### src/sharedFifoMonConsts.svh
// Sizing constants for the shared multi-FIFO monitor.
// Number of FIFOs, shared depth, payload width and derived widths.
`ifndef SHARED_FIFO_MON_CONSTS_SVH
`define SHARED_FIFO_MON_CONSTS_SVH

// Number of logical FIFOs that share the storage.
`define SFM_NUM_FIFOS 2

// Total shared depth; also the credit count the sender starts with.
`define SFM_DEPTH 8

// Payload width of one entry.
`define SFM_DATA_WIDTH 8

// One bit wider than two FIFOs need, so that out-of-range ids can be observed.
`define SFM_FIFO_ID_WIDTH 2

// Counts run from 0 to the full depth; pointers address one shadow slot.
`define SFM_COUNT_WIDTH 4
`define SFM_ADDR_WIDTH 3

`endif

### src/sharedFifoMonPkg.sv
// Violation code enum and violation flag struct for the shared FIFO monitor.
package sharedFifoMonPkg;

    // Violation codes.
    // A lower value means a higher priority when several arrive in the same cycle.
    typedef enum logic [2:0] {
        vNone              = 3'd0,
        vPushNoCredit      = 3'd1,
        vCreditOverflow    = 3'd2,
        vBadFifoId         = 3'd3,
        vPopEmpty          = 3'd4,
        vDataMismatch      = 3'd5,
        vOccupancyOverflow = 3'd6
    } violationCodeT;

    // One flag per non-none code.
    // The flag for code N sits at bit N-1 of the packed vector, so pushNoCredit is the LSB.
    typedef struct packed {
        // Push seen while the full shared depth was already occupied.
        logic occupancyOverflow;
        // Popped data differed from the shadow head.
        logic dataMismatch;
        // Pop seen on a lane whose shadow queue was empty.
        logic popEmpty;
        // Push carried an id outside the range of logical FIFOs.
        logic badFifoId;
        // Credit returned while the sender already held every credit.
        logic creditOverflow;
        // Push seen while the sender held no credit.
        logic pushNoCredit;
    } violationFlagsT;

endpackage

### src/sharedFifoMonIfs.sv
// Observation bundles for the push side and the pop side of the watched FIFO.
// Both are passive; the monitor modport only reads.
`timescale 1ns/1ps
`include "sharedFifoMonConsts.svh"

// Push-side traffic.
// There is no ready here, since the credit loop takes its place.
interface pushObsIf;
    logic                          pushValid;
    logic [`SFM_DATA_WIDTH-1:0]    pushData;
    logic [`SFM_FIFO_ID_WIDTH-1:0] pushFifoId;
    // One credit handed back to the sender in this cycle.
    logic                          pushCredit;
    // Either side of the credit loop held in reset.
    logic                          senderInReset;
    logic                          receiverInReset;

    // Checkers only look at the traffic.
    modport monitor (
        input pushValid,
        input pushData,
        input pushFifoId,
        input pushCredit,
        input senderInReset,
        input receiverInReset
    );
endinterface

// Pop-side traffic, one lane per logical FIFO.
interface popObsIf;
    logic [`SFM_NUM_FIFOS-1:0]                          popValid;
    logic [`SFM_NUM_FIFOS-1:0]                          popReady;
    logic [`SFM_NUM_FIFOS-1:0][`SFM_DATA_WIDTH-1:0]     popData;

    // The order checker compares popped data against its shadow model.
    modport monitor (
        input popValid,
        input popReady,
        input popData
    );
endinterface

### src/creditChecker.sv
// Push credit accounting for the monitor.
// Tracks credits held by the sender and flags credit misuse.
`timescale 1ns/1ps
`include "sharedFifoMonConsts.svh"

module creditChecker
    import sharedFifoMonPkg::*;
(
    input  logic                        clk,
    input  logic                        rstN,
    pushObsIf.monitor                   push,
    output logic [`SFM_COUNT_WIDTH-1:0] creditCount,
    output violationFlagsT              flags
);

    localparam int CountW = `SFM_COUNT_WIDTH;
    localparam logic [CountW-1:0] MaxCredit = CountW'(`SFM_DEPTH);

    logic              inReset;
    logic [CountW-1:0] creditNext;
    violationFlagsT    flagsNext;

    // While either end of the loop is in reset, the credit state is reloaded.
    assign inReset = push.senderInReset | push.receiverInReset;

    // Next credit count and violation pulse for the current cycle.
    always_comb begin
        creditNext = creditCount;
        flagsNext  = '0;
        if (push.pushValid && !push.pushCredit) begin
            // A push spends one credit.
            // With none left, the push is illegal and the count holds at zero.
            if (creditCount == '0) begin
                flagsNext.pushNoCredit = 1'b1;
            end else begin
                creditNext = creditCount - CountW'(1);
            end
        end else if (push.pushCredit && !push.pushValid) begin
            // A return gives one credit back.
            // The sender can never hold more than the shared depth.
            if (creditCount == MaxCredit) begin
                flagsNext.creditOverflow = 1'b1;
            end else begin
                creditNext = creditCount + CountW'(1);
            end
        end
        // A push and a return together leave the count where it is.
    end

    // Count and flag pulse are both updated on the sampling edge.
    always_ff @(posedge clk) begin
        if (!rstN || inReset) begin
            creditCount <= MaxCredit;
            flags       <= '0;
        end else begin
            creditCount <= creditNext;
            flags       <= flagsNext;
        end
    end

endmodule

### src/fifoOrderChecker.sv
// Shadow model of each logical FIFO in the shared storage.
// Flags bad ids, ordering errors, occupancy overflow and pops from empty queues.
`timescale 1ns/1ps
`include "sharedFifoMonConsts.svh"

module fifoOrderChecker
    import sharedFifoMonPkg::*;
(
    input  logic           clk,
    input  logic           rstN,
    pushObsIf.monitor      push,
    popObsIf.monitor       pop,
    output violationFlagsT flags
);

    localparam int NumFifos = `SFM_NUM_FIFOS;
    localparam int Depth    = `SFM_DEPTH;
    localparam int DataW    = `SFM_DATA_WIDTH;
    localparam int CountW   = `SFM_COUNT_WIDTH;
    localparam int AddrW    = `SFM_ADDR_WIDTH;

    logic                 inReset;
    logic                 pushAccept;
    logic [NumFifos-1:0]  popAccept;
    violationFlagsT       flagsNext;
    logic [CountW-1:0]    totalNext;
    logic [CountW-1:0]    totalCount;

    // Per-queue storage and state.
    // Each queue could take the whole shared depth on its own.
    logic [DataW-1:0]     shadowMem  [NumFifos][Depth];
    logic [AddrW-1:0]     wrPtr      [NumFifos];
    logic [AddrW-1:0]     rdPtr      [NumFifos];
    logic [CountW-1:0]    queueCount [NumFifos];

    // Advance a circular pointer, wrapping at the queue depth.
    function automatic logic [AddrW-1:0] nextPtr(input logic [AddrW-1:0] ptr);
        return (int'(ptr) == Depth - 1) ? '0 : ptr + AddrW'(1);
    endfunction

    assign inReset = push.senderInReset | push.receiverInReset;

    // Classify the push and the pops seen in this cycle.
    always_comb begin
        flagsNext  = '0;
        pushAccept = 1'b0;
        popAccept  = '0;
        totalNext  = totalCount;
        if (push.pushValid) begin
            // An id outside the FIFO range is rejected before the occupancy check.
            if (int'(push.pushFifoId) >= NumFifos) begin
                flagsNext.badFifoId = 1'b1;
            end else if (int'(totalCount) == Depth) begin
                flagsNext.occupancyOverflow = 1'b1;
            end else begin
                pushAccept = 1'b1;
                totalNext  = totalNext + CountW'(1);
            end
        end
        for (int i = 0; i < NumFifos; i++) begin
            if (pop.popValid[i] && pop.popReady[i]) begin
                if (queueCount[i] == '0) begin
                    flagsNext.popEmpty = 1'b1;
                end else begin
                    // A wrong value still consumes the head, so later pops stay aligned.
                    if (pop.popData[i] != shadowMem[i][rdPtr[i]]) begin
                        flagsNext.dataMismatch = 1'b1;
                    end
                    popAccept[i] = 1'b1;
                    totalNext    = totalNext - CountW'(1);
                end
            end
        end
    end

    // Queue state and flag pulse.
    // Nothing observed during an in-reset cycle reaches the model.
    always_ff @(posedge clk) begin
        if (!rstN || inReset) begin
            totalCount <= '0;
            flags      <= '0;
            for (int i = 0; i < NumFifos; i++) begin
                wrPtr[i]      <= '0;
                rdPtr[i]      <= '0;
                queueCount[i] <= '0;
            end
        end else begin
            totalCount <= totalNext;
            flags      <= flagsNext;
            for (int i = 0; i < NumFifos; i++) begin
                if (pushAccept && int'(push.pushFifoId) == i) begin
                    wrPtr[i] <= nextPtr(wrPtr[i]);
                    if (!popAccept[i]) begin
                        queueCount[i] <= queueCount[i] + CountW'(1);
                    end
                end else if (popAccept[i]) begin
                    queueCount[i] <= queueCount[i] - CountW'(1);
                end
                if (popAccept[i]) begin
                    rdPtr[i] <= nextPtr(rdPtr[i]);
                end
            end
        end
    end

    // Each accepted push stores its payload at the write pointer of its queue.
    always_ff @(posedge clk) begin
        for (int i = 0; i < NumFifos; i++) begin
            if (pushAccept && !inReset && int'(push.pushFifoId) == i) begin
                shadowMem[i][wrPtr[i]] <= push.pushData;
            end
        end
    end

endmodule

### src/violationCollector.sv
// Merges the checker pulses into sticky flags, the first violation code
// and a saturating count of cycles that brought a new violation.
`timescale 1ns/1ps
`include "sharedFifoMonConsts.svh"

module violationCollector
    import sharedFifoMonPkg::*;
(
    input  logic                        clk,
    input  logic                        rstN,
    input  violationFlagsT              creditFlags,
    input  violationFlagsT              orderFlags,
    output violationFlagsT              stickyFlags,
    output violationCodeT               firstViolation,
    output logic [`SFM_COUNT_WIDTH-1:0] violationCount
);

    localparam int CountW = `SFM_COUNT_WIDTH;

    violationFlagsT pulse;
    violationFlagsT newBits;

    // Lowest-valued code among the set flags.
    function automatic violationCodeT lowestCode(input violationFlagsT f);
        violationCodeT code;
        code = vNone;
        if (f.pushNoCredit) code = vPushNoCredit;
        else if (f.creditOverflow) code = vCreditOverflow;
        else if (f.badFifoId) code = vBadFifoId;
        else if (f.popEmpty) code = vPopEmpty;
        else if (f.dataMismatch) code = vDataMismatch;
        else if (f.occupancyOverflow) code = vOccupancyOverflow;
        return code;
    endfunction

    assign pulse = creditFlags | orderFlags;

    // A repeat of an already sticky flag is not counted again.
    assign newBits = pulse & ~stickyFlags;

    always_ff @(posedge clk) begin
        if (!rstN) begin
            stickyFlags    <= '0;
            firstViolation <= vNone;
            violationCount <= '0;
        end else begin
            stickyFlags <= stickyFlags | pulse;
            // Only the very first violation is latched.
            if (firstViolation == vNone && pulse != '0) begin
                firstViolation <= lowestCode(pulse);
            end
            // Saturate rather than wrap.
            if (newBits != '0 && violationCount != {CountW{1'b1}}) begin
                violationCount <= violationCount + CountW'(1);
            end
        end
    end

endmodule

### src/sharedFifoMon.sv
// Top level of the shared multi-FIFO monitor.
// Plain observation ports, the two bundles, both checkers and the collector.
`timescale 1ns/1ps
`include "sharedFifoMonConsts.svh"

module sharedFifoMon
    import sharedFifoMonPkg::*;
(
    input  logic                                        clk,
    input  logic                                        rstN,
    // Push side of the watched FIFO.
    input  logic                                        pushValid,
    input  logic [`SFM_DATA_WIDTH-1:0]                  pushData,
    input  logic [`SFM_FIFO_ID_WIDTH-1:0]               pushFifoId,
    input  logic                                        pushCredit,
    input  logic                                        senderInReset,
    input  logic                                        receiverInReset,
    // Pop side, one lane per logical FIFO.
    input  logic [`SFM_NUM_FIFOS-1:0]                   popValid,
    input  logic [`SFM_NUM_FIFOS-1:0]                   popReady,
    input  logic [`SFM_NUM_FIFOS-1:0][`SFM_DATA_WIDTH-1:0] popData,
    // Monitor results.
    output logic [$bits(violationFlagsT)-1:0]           errorFlags,
    output violationCodeT                               firstViolation,
    output logic [`SFM_COUNT_WIDTH-1:0]                 violationCount,
    output logic [`SFM_COUNT_WIDTH-1:0]                 creditCount
);

    violationFlagsT creditFlags;
    violationFlagsT orderFlags;
    violationFlagsT stickyFlags;

    // Bundle the push traffic for both checkers.
    pushObsIf pushBus ();
    assign pushBus.pushValid       = pushValid;
    assign pushBus.pushData        = pushData;
    assign pushBus.pushFifoId      = pushFifoId;
    assign pushBus.pushCredit      = pushCredit;
    assign pushBus.senderInReset   = senderInReset;
    assign pushBus.receiverInReset = receiverInReset;

    // Pop traffic only goes to the order checker.
    popObsIf popBus ();
    assign popBus.popValid = popValid;
    assign popBus.popReady = popReady;
    assign popBus.popData  = popData;

    creditChecker i_creditChecker (
        .clk         (clk),
        .rstN        (rstN),
        .push        (pushBus),
        .creditCount (creditCount),
        .flags       (creditFlags)
    );

    fifoOrderChecker i_fifoOrderChecker (
        .clk   (clk),
        .rstN  (rstN),
        .push  (pushBus),
        .pop   (popBus),
        .flags (orderFlags)
    );

    // The collector adds the second cycle of flag latency.
    violationCollector i_violationCollector (
        .clk            (clk),
        .rstN           (rstN),
        .creditFlags    (creditFlags),
        .orderFlags     (orderFlags),
        .stickyFlags    (stickyFlags),
        .firstViolation (firstViolation),
        .violationCount (violationCount)
    );

    // Bit N-1 of the vector is the flag for code N.
    assign errorFlags = stickyFlags;

endmodule

### config.mk
export PLATFORM = sky130hd
export DESIGN_NAME = sharedFifoMon
export DESIGN_NICKNAME = d
export VERILOG_FILES = /design/src/sharedFifoMonPkg.sv /design/src/sharedFifoMonIfs.sv /design/src/creditChecker.sv /design/src/fifoOrderChecker.sv /design/src/violationCollector.sv /design/src/sharedFifoMon.sv
export VERILOG_INCLUDE_DIRS = /design/src /design/src/src
export SDC_FILE = /design/constraint.sdc
export NUM_CORES = 1
export LEC_CHECK = 0
export ABC_AREA = 1
export BUFFER_PORTS_ARGS = -buffer_cell sky130_fd_sc_hd__buf_2
export CORE_MARGIN = 10
export CORE_UTILIZATION = 60
export DETAILED_ROUTE_END_ITERATION = 12
export GPL_TIMING_DRIVEN = 0
export PLACE_DENSITY = 0.79
export SYNTH_ARGS = -nofsm -noshare
export SYNTH_HDL_FRONTEND = slang
export SYNTH_HIERARCHICAL = 1
export SYNTH_SLANG_ARGS = --single-unit
### constraint.sdc
create_clock -name clk -period 5.76 [get_ports clk]
set_clock_uncertainty 0.2 [all_clocks]
set_input_delay 1.152 -clock clk [delete_from_list [all_inputs] [get_ports clk]]
set_output_delay 1.152 -clock clk [all_outputs]
set_load 0.01 [all_outputs]
Word level (Yosys, flattened, before mapping)
Memory sizes are Yosys's and may differ from the RTL's.
Index checks and enable logic that the tools add are counted.
- bits in registers: 27
- memories kept: 4
- bits in latches: 0
- input bits: 36
- output and inout port bits: 17
- memory bits (read-only): 0
- logic and storage cells: 198
- bits in writable memories: 148
- multipliers: 0
- bitwise gates (word level): 20
- muxes and demuxes: 93
- equal/unequal tests: 12
- shift-type cells: 0
- divide/modulo/power cells: 0
- $lt $le $gt $ge: 7
- reductions and logical operators: 32
- add/sub/neg operators: 14
- memories (name ; words ; bits a word ; read ports ; clocked after memory_dff ; wr ports ; RTL line ; RTL):
    i_fifoOrderChecker.shadowMem ; 2 ; 64 ; 2 ; 0 ; 1 ; fifoOrderChecker.sv:31 ; logic [DataW-1:0] shadowMem [NumFifos][Depth];
    i_fifoOrderChecker.queueCount ; 2 ; 4 ; 2 ; 0 ; 2 ; fifoOrderChecker.sv:34 ; logic [CountW-1:0] queueCount [NumFifos];
    i_fifoOrderChecker.rdPtr ; 2 ; 3 ; 2 ; 0 ; 2 ; fifoOrderChecker.sv:33 ; logic [AddrW-1:0] rdPtr [NumFifos];
    i_fifoOrderChecker.wrPtr ; 2 ; 3 ; 2 ; 0 ; 2 ; fifoOrderChecker.sv:32 ; logic [AddrW-1:0] wrPtr [NumFifos];
- operators by type and width (operator ; number):
    $mux W64 ; 4
    $reduce_or A64 Y1 ; 1
    $mux W4 ; 15
    $bmux W8 S3 ; 2
    $demux W8 S3 ; 2
    $mux W1 ; 48
    $mux W8 ; 6
    $mux W3 ; 14
    $add A4 B1 Y4 const B ; 5
    $sub A4 B1 Y4 const B ; 5
    $ge A4 B4 Y1 const B ; 4
    $ne A8 B8 Y1 ; 2
    $not A3 Y4 ; 4
    $logic_and A1 B1 Y1 ; 13
    $add A3 B1 Y3 const B ; 4
    $eq A3 B1 Y1 const B ; 4
    $logic_not A4 Y1 ; 3
    $reduce_bool A6 Y1 ; 2
    $or A1 B1 Y1 ; 9
    $eq A4 B4 Y1 const B ; 2
    $lt A4 B1 Y1 const B ; 2
    $and A6 B6 Y6 ; 1
    $not A6 Y6 ; 1
    $or A2 B6 Y6 ; 1
    other kinds (16) ; 24

Longest topological paths before layout
An unclocked memory read counts as a cell.
- depth after elaboration: 12
- gate-level depth with buffers: 16
- mapped depth without buffers: 15

Cells and area by module
The synthesis kept the hierarchy.
- modules (own cells, without submodules) (module ; seq. area each (µm²) ; instances ; cells each ; area each (µm²)):
    fifoOrderChecker ; 4604.4 ; 1 ; 796 ; 7644.8
    violationCollector ; 260.2 ; 1 ; 94 ; 619.3
    creditChecker ; 120.1 ; 1 ; 67 ; 464.2

Least setup slack after synthesis
No wires, ideal clock.
- path kind: input -> register
- from: in pushFifoId[1]
- to: mem i_fifoOrderChecker/queueCount[0][3] (netlist bit), data pin
- arrival time: 2.533 ns
- data required time: 5.311 ns
- library setup time: 0.249 ns
- buffers on the path: 0
- setup slack: 2.778 ns
- cell stages on the path: 15
- cell sequence: inv_2 nand2_4 inv_4 nand2_4 nor2_4 inv_2 nand2_2 nor2_4 ha_1 a21oi_1 nand2_1 xnor2_1 xnor2_1 nand2_1 inv_1
- RTL lines (item ; RTL line ; RTL):
    start, declared ; sharedFifoMon.sv:14 ; input logic [`SFM_FIFO_ID_WIDTH-1:0] pushFifoId,
    end, declared ; fifoOrderChecker.sv:34 ;

Worst setup path after layout
- from: in pushFifoId[1]
- to: mem i_fifoOrderChecker/shadowMem[0][115] (netlist bit) (enable)
- word-level cells in the longest chain between the ends: 9
- elaborated cells on any way between the ends: 15
- classes of those cells: order compare (1); eq/ne (1); mux (8); reduce/logical (5)
- ends and longest elaborated chain (item ; RTL line ; RTL):
    $ge A2 B2 Y1 ; fifoOrderChecker.sv:51 ; if (int'(push.pushFifoId) >= NumFifos) begin
    $mux W1 ; fifoOrderChecker.sv:51 ;
    $mux W1 ; fifoOrderChecker.sv:49 ; if (push.pushValid) begin
    $logic_and A1 B1 Y1 (2 in a row) ; fifoOrderChecker.sv:109 ; if (pushAccept && !inReset && int'(push.pushFifoId) == i) begin
    $mux W1 ; fifoOrderChecker.sv:109 ;
    $mux W64 (not written as such) ; fifoOrderChecker.sv:110 ; shadowMem[i][wrPtr[i]] <= push.pushData;
    $reduce_or A64 Y1 (no source line) ; -- ;
    $mux W1 (no source line) / $mux W64 (equally long branches) ; -- ;
    end, declared ; fifoOrderChecker.sv:31 ;
Parallel ways exist; a longest one is shown, timed or not.

==> summary.md <==
| Metric | Value |
|---|---|
| Final Max Tran Viols | 0 |
| Antenna Cells | 0 |
| Netlist cell types | 38 |
| Adder-Cell Fraction of Synth Area | 3.10% |
| Final setup vio count | 0 |
| Seq pwr share | 53.0% |
| Die H | 141 um |
| Worst Min Path Start | i_violationCollector/stickyFlags[5] |
| Post-route minimum period | 3.18 ns |
| Maximum vdd drop | 0.180 mV |
| P_int | 0.00202 W |
| Crit path from | pushFifoId[1] |
| Setup TNS | 0 ns |
| Synth Area in XOR/XNOR | 1.10% |
| TritonCTS Sinks | 175 |
| Tightest Pin Transition | 1.38 ns |
| Number of flops mapped to enable cells by yosys | 148 |
| Wirelength per Cell | 15.0 um |
| Die footprint | 0.0198 mm2 |
| Syn_area_per_cell | 9.12 um2 |
| Total leakage power | 4.36 nW |
| Most used DFF post-synth | edfxtp_1 |
| Clk pin slew, worst setup/hold paths | 0.06 ns |
| Overall Power | 0.00265 W |
| Simple-gate share of the synthesized area | 27.0% |
| Max Cap Viol | 0 |
| P_sw | 0.000632 W |
| Drt first pass iters | 5 |
| Largest family of logic cells by synthesized area | simple AND/OR/NAND/NOR gates |
| Area grow syn2layout | 11.7% |
| Final ANT Viol Nets | 0 |
| Synth warnings | 6 |
| Worst reg-to-reg setup slack | 2.80 ns |
| # rows | 44 |
| Gr ovfl total | 0 |
| Worst Hold Margin | 0.291 ns |
| Pwr per Cell Area | 272 mW/mm2 |
| First-pass GRT wire length | 29100 um |
| Mapped Area | 0.00873 mm2 |
| Worst hold path class | reg -> reg |
| Hold Fails Final Rpt | 0 |
| Slew headroom | 7.22% |
| FF-to-FF Start | i_fifoOrderChecker/totalCount[1] |
| Routability cong. | 0.862 |
| Detailed Route Iter0 Violations | 572 |
| Register area share after synthesis | 57.1% |
| CTS hold repair buffers | 0 |
| Final core occ | 67.8% |
| Async S/R FF share, synth | 0% |
| Layout cells sized above 1 | 15.2% |
| Setup crit start kind | input port |
| Post-synthesis mux area share | 0% |
| Worst-path maximum fanout | 8 |
| Vias | 6359 |
| Crit Path Class | in -> reg |
| Comb pwr share | 9.5% |
| Post-Synthesis Cells | 957 |
| RSZ-0062 raised after global routing | no |
| Max Fclk | 314 MHz |
| WP data arrival | 3.01 ns |
| Final worst-path cycle share | 55.2% |
| Vias in the first global route | 6044 |
| Vias/cell | 5.18 |
| Compound-cell area share of the yosys netlist | 2.14% |
| Total Wirelength | 18400 um |
| R2R Path End | i_fifoOrderChecker/shadowMem[0][115] |
| CTS root buf | clkbuf_16 |
| Nets@finish | 1089 |
| Total GRT Usage | 18.5% |
| Worst R2R Path Depth | 7 |
| Inserted Clock Buffers | 17 |
| Largest net degree at the start of global routing | 17 |
| WP data required | 5.59 ns |
| IO Count | 53 |
| CTS tree | yes |
| # Post-CTS Setup Buffers | 0 |
| Cts repair resizes | 0 |
| CP Capture Type | flop |
| Core Area | 0.0144 mm2 |
| H-tree levels | 4 |
| Hpwl dp | 12700 um |
| Worst-Skew Late Latency | 0.42 ns |
| Clock power share | 37.5% |
| Sw frac | 23.8% |
| Initial antenna violation count | 0 |
| DP Area | 0.00923 mm2 |
| Starting Density | 60.7% |
| Remaining DRCs | 0 |
| Finished Cell Area | 0.00975 mm2 |
| PortBufs | 52 |
| Post-synthesis register bit count | 175 |
| Width of the die | 141 um |
| Status | finished clean |
| CP endpoint | i_fifoOrderChecker/shadowMem[0][115] |
| Clk buf depth | 2 |
==> final cells by class <==
class | count | area (um2)
plain buffers | 27 | 249
clock buffers | 19 | 433
clock inverters | 12 | 73.8
fillers | 1115 | 4620
inverters | 150 | 578
multi-input cells | 609 | 2940
flip-flops and latches | 175 | 4980
well taps | 184 | 230
repair buffers | 52 | 260
==> cells by family after synthesis <==
group	count (synthesis)
xor gates and xnor gates	11
adders and majority gates	21
and+or+nand+nor	537
AOI/OAI and AO/OA	34
DFF	175
other	2
buffers and inverters	177
==> worst min path at each step <==
stage          slack [ns]  depth (start not counted)                                   to
3_3_place_gp         0.26                          2  i_violationCollector/stickyFlags[5]
3_5_place_dp         0.28                          2  i_violationCollector/stickyFlags[5]
4_1_cts              0.29                          2  i_violationCollector/stickyFlags[5]
5_1_grt              0.31                          2  i_violationCollector/stickyFlags[5]
2_1_floorplan        0.29                          2  i_violationCollector/stickyFlags[5]
6_report             0.29                          2  i_violationCollector/stickyFlags[5]
==> stage by stage <==
step | std cells | worst slack (ns)
after floorplan | 961 | 2.78
after global placement | 1197 | 2.23
after detailed placement | 1197 | 2.15
after CTS | 1228 | 2.60
after global routing | 1228 | 2.50
final | 1228 | 2.58
==> cell usage in the layout (no fill, tap or decap), types with 3 or more instances in the layout <==
master,count
a21oi_1,16
buf_2,56
buf_4,9
buf_6,13
clkbuf_16,17
clkinv_1,6
clkinv_4,3
clkinvlp_4,4
conb_1,6
dfxtp_1,27
edfxtp_1,148
ha_1,20
inv_1,129
inv_2,14
nand2_1,306
nand2_2,4
nand2_4,4
nand3_1,84
nand3_2,4
nand3b_1,14
nand4_1,3
nor2_1,85
nor2_2,13
nor2_4,5
nor3_1,11
o21ai_0,7
o21ai_1,6
xnor2_1,6
xor2_1,5
==> worst max-delay path, stage by stage <==
cell and delay (ns):
buf_2 0.11, inv_2 0.06, nand2_4 0.07, inv_4 0.08, nand2_4 0.07, nor2_2 0.20, nand3_1 0.19, nor3_1 1.08
==> synth_stat cells, types with 12 or more instances <==
master,instances,area (um2)
nand3b_1,14,105
buf_6,13,146
ha_1,20,250
nor3_1,12,60.1
nor2_1,85,319
dfxtp_1,27,541
nand2_1,306,1150
nand3_1,84,420
edfxtp_1,148,4440
inv_1,129,484
a21oi_1,16,80.1
inv_2,14,52.6
nor2_2,13,81.3
==> flip-flops by register name, summed over array words and instances, names as in the netlist <==
register	count
i_creditChecker/creditCount	4
i_creditChecker/flags	2
i_fifoOrderChecker/flags	4
i_fifoOrderChecker/queueCount	8
i_fifoOrderChecker/rdPtr	6
i_fifoOrderChecker/shadowMem	128
i_fifoOrderChecker/totalCount	4
i_fifoOrderChecker/wrPtr	6
i_violationCollector/firstViolation	3
i_violationCollector/stickyFlags	6
i_violationCollector/violationCount	4
==> metal layers <==
metal	wire length, um	vias up	track usage, %	part of all wire, %
met5	0	-	0	0
met4	256	0	6.36	1.4
met3	1090	22	4.37	5.9
met2	9300	199	31.6	50
met1	7800	2938	22.5	42
li1	-	3200	-	-
==> power groups by stage <==
stage / Clock [W] / Sequential, W / Combinational (W)
after global routing: 0.00106 / 0.00141 / 0.000284
after CTS: 0.00101 / 0.00141 / 0.000252
after detailed placement: 0 / 0.00143 / 0.000250
after global placement: 0 / 0.00143 / 0.000244
final: 0.000996 / 0.00141 / 0.000252
after floorplan: 0 / 0.00143 / 0.000166
(Power assumes the default switching activity.)
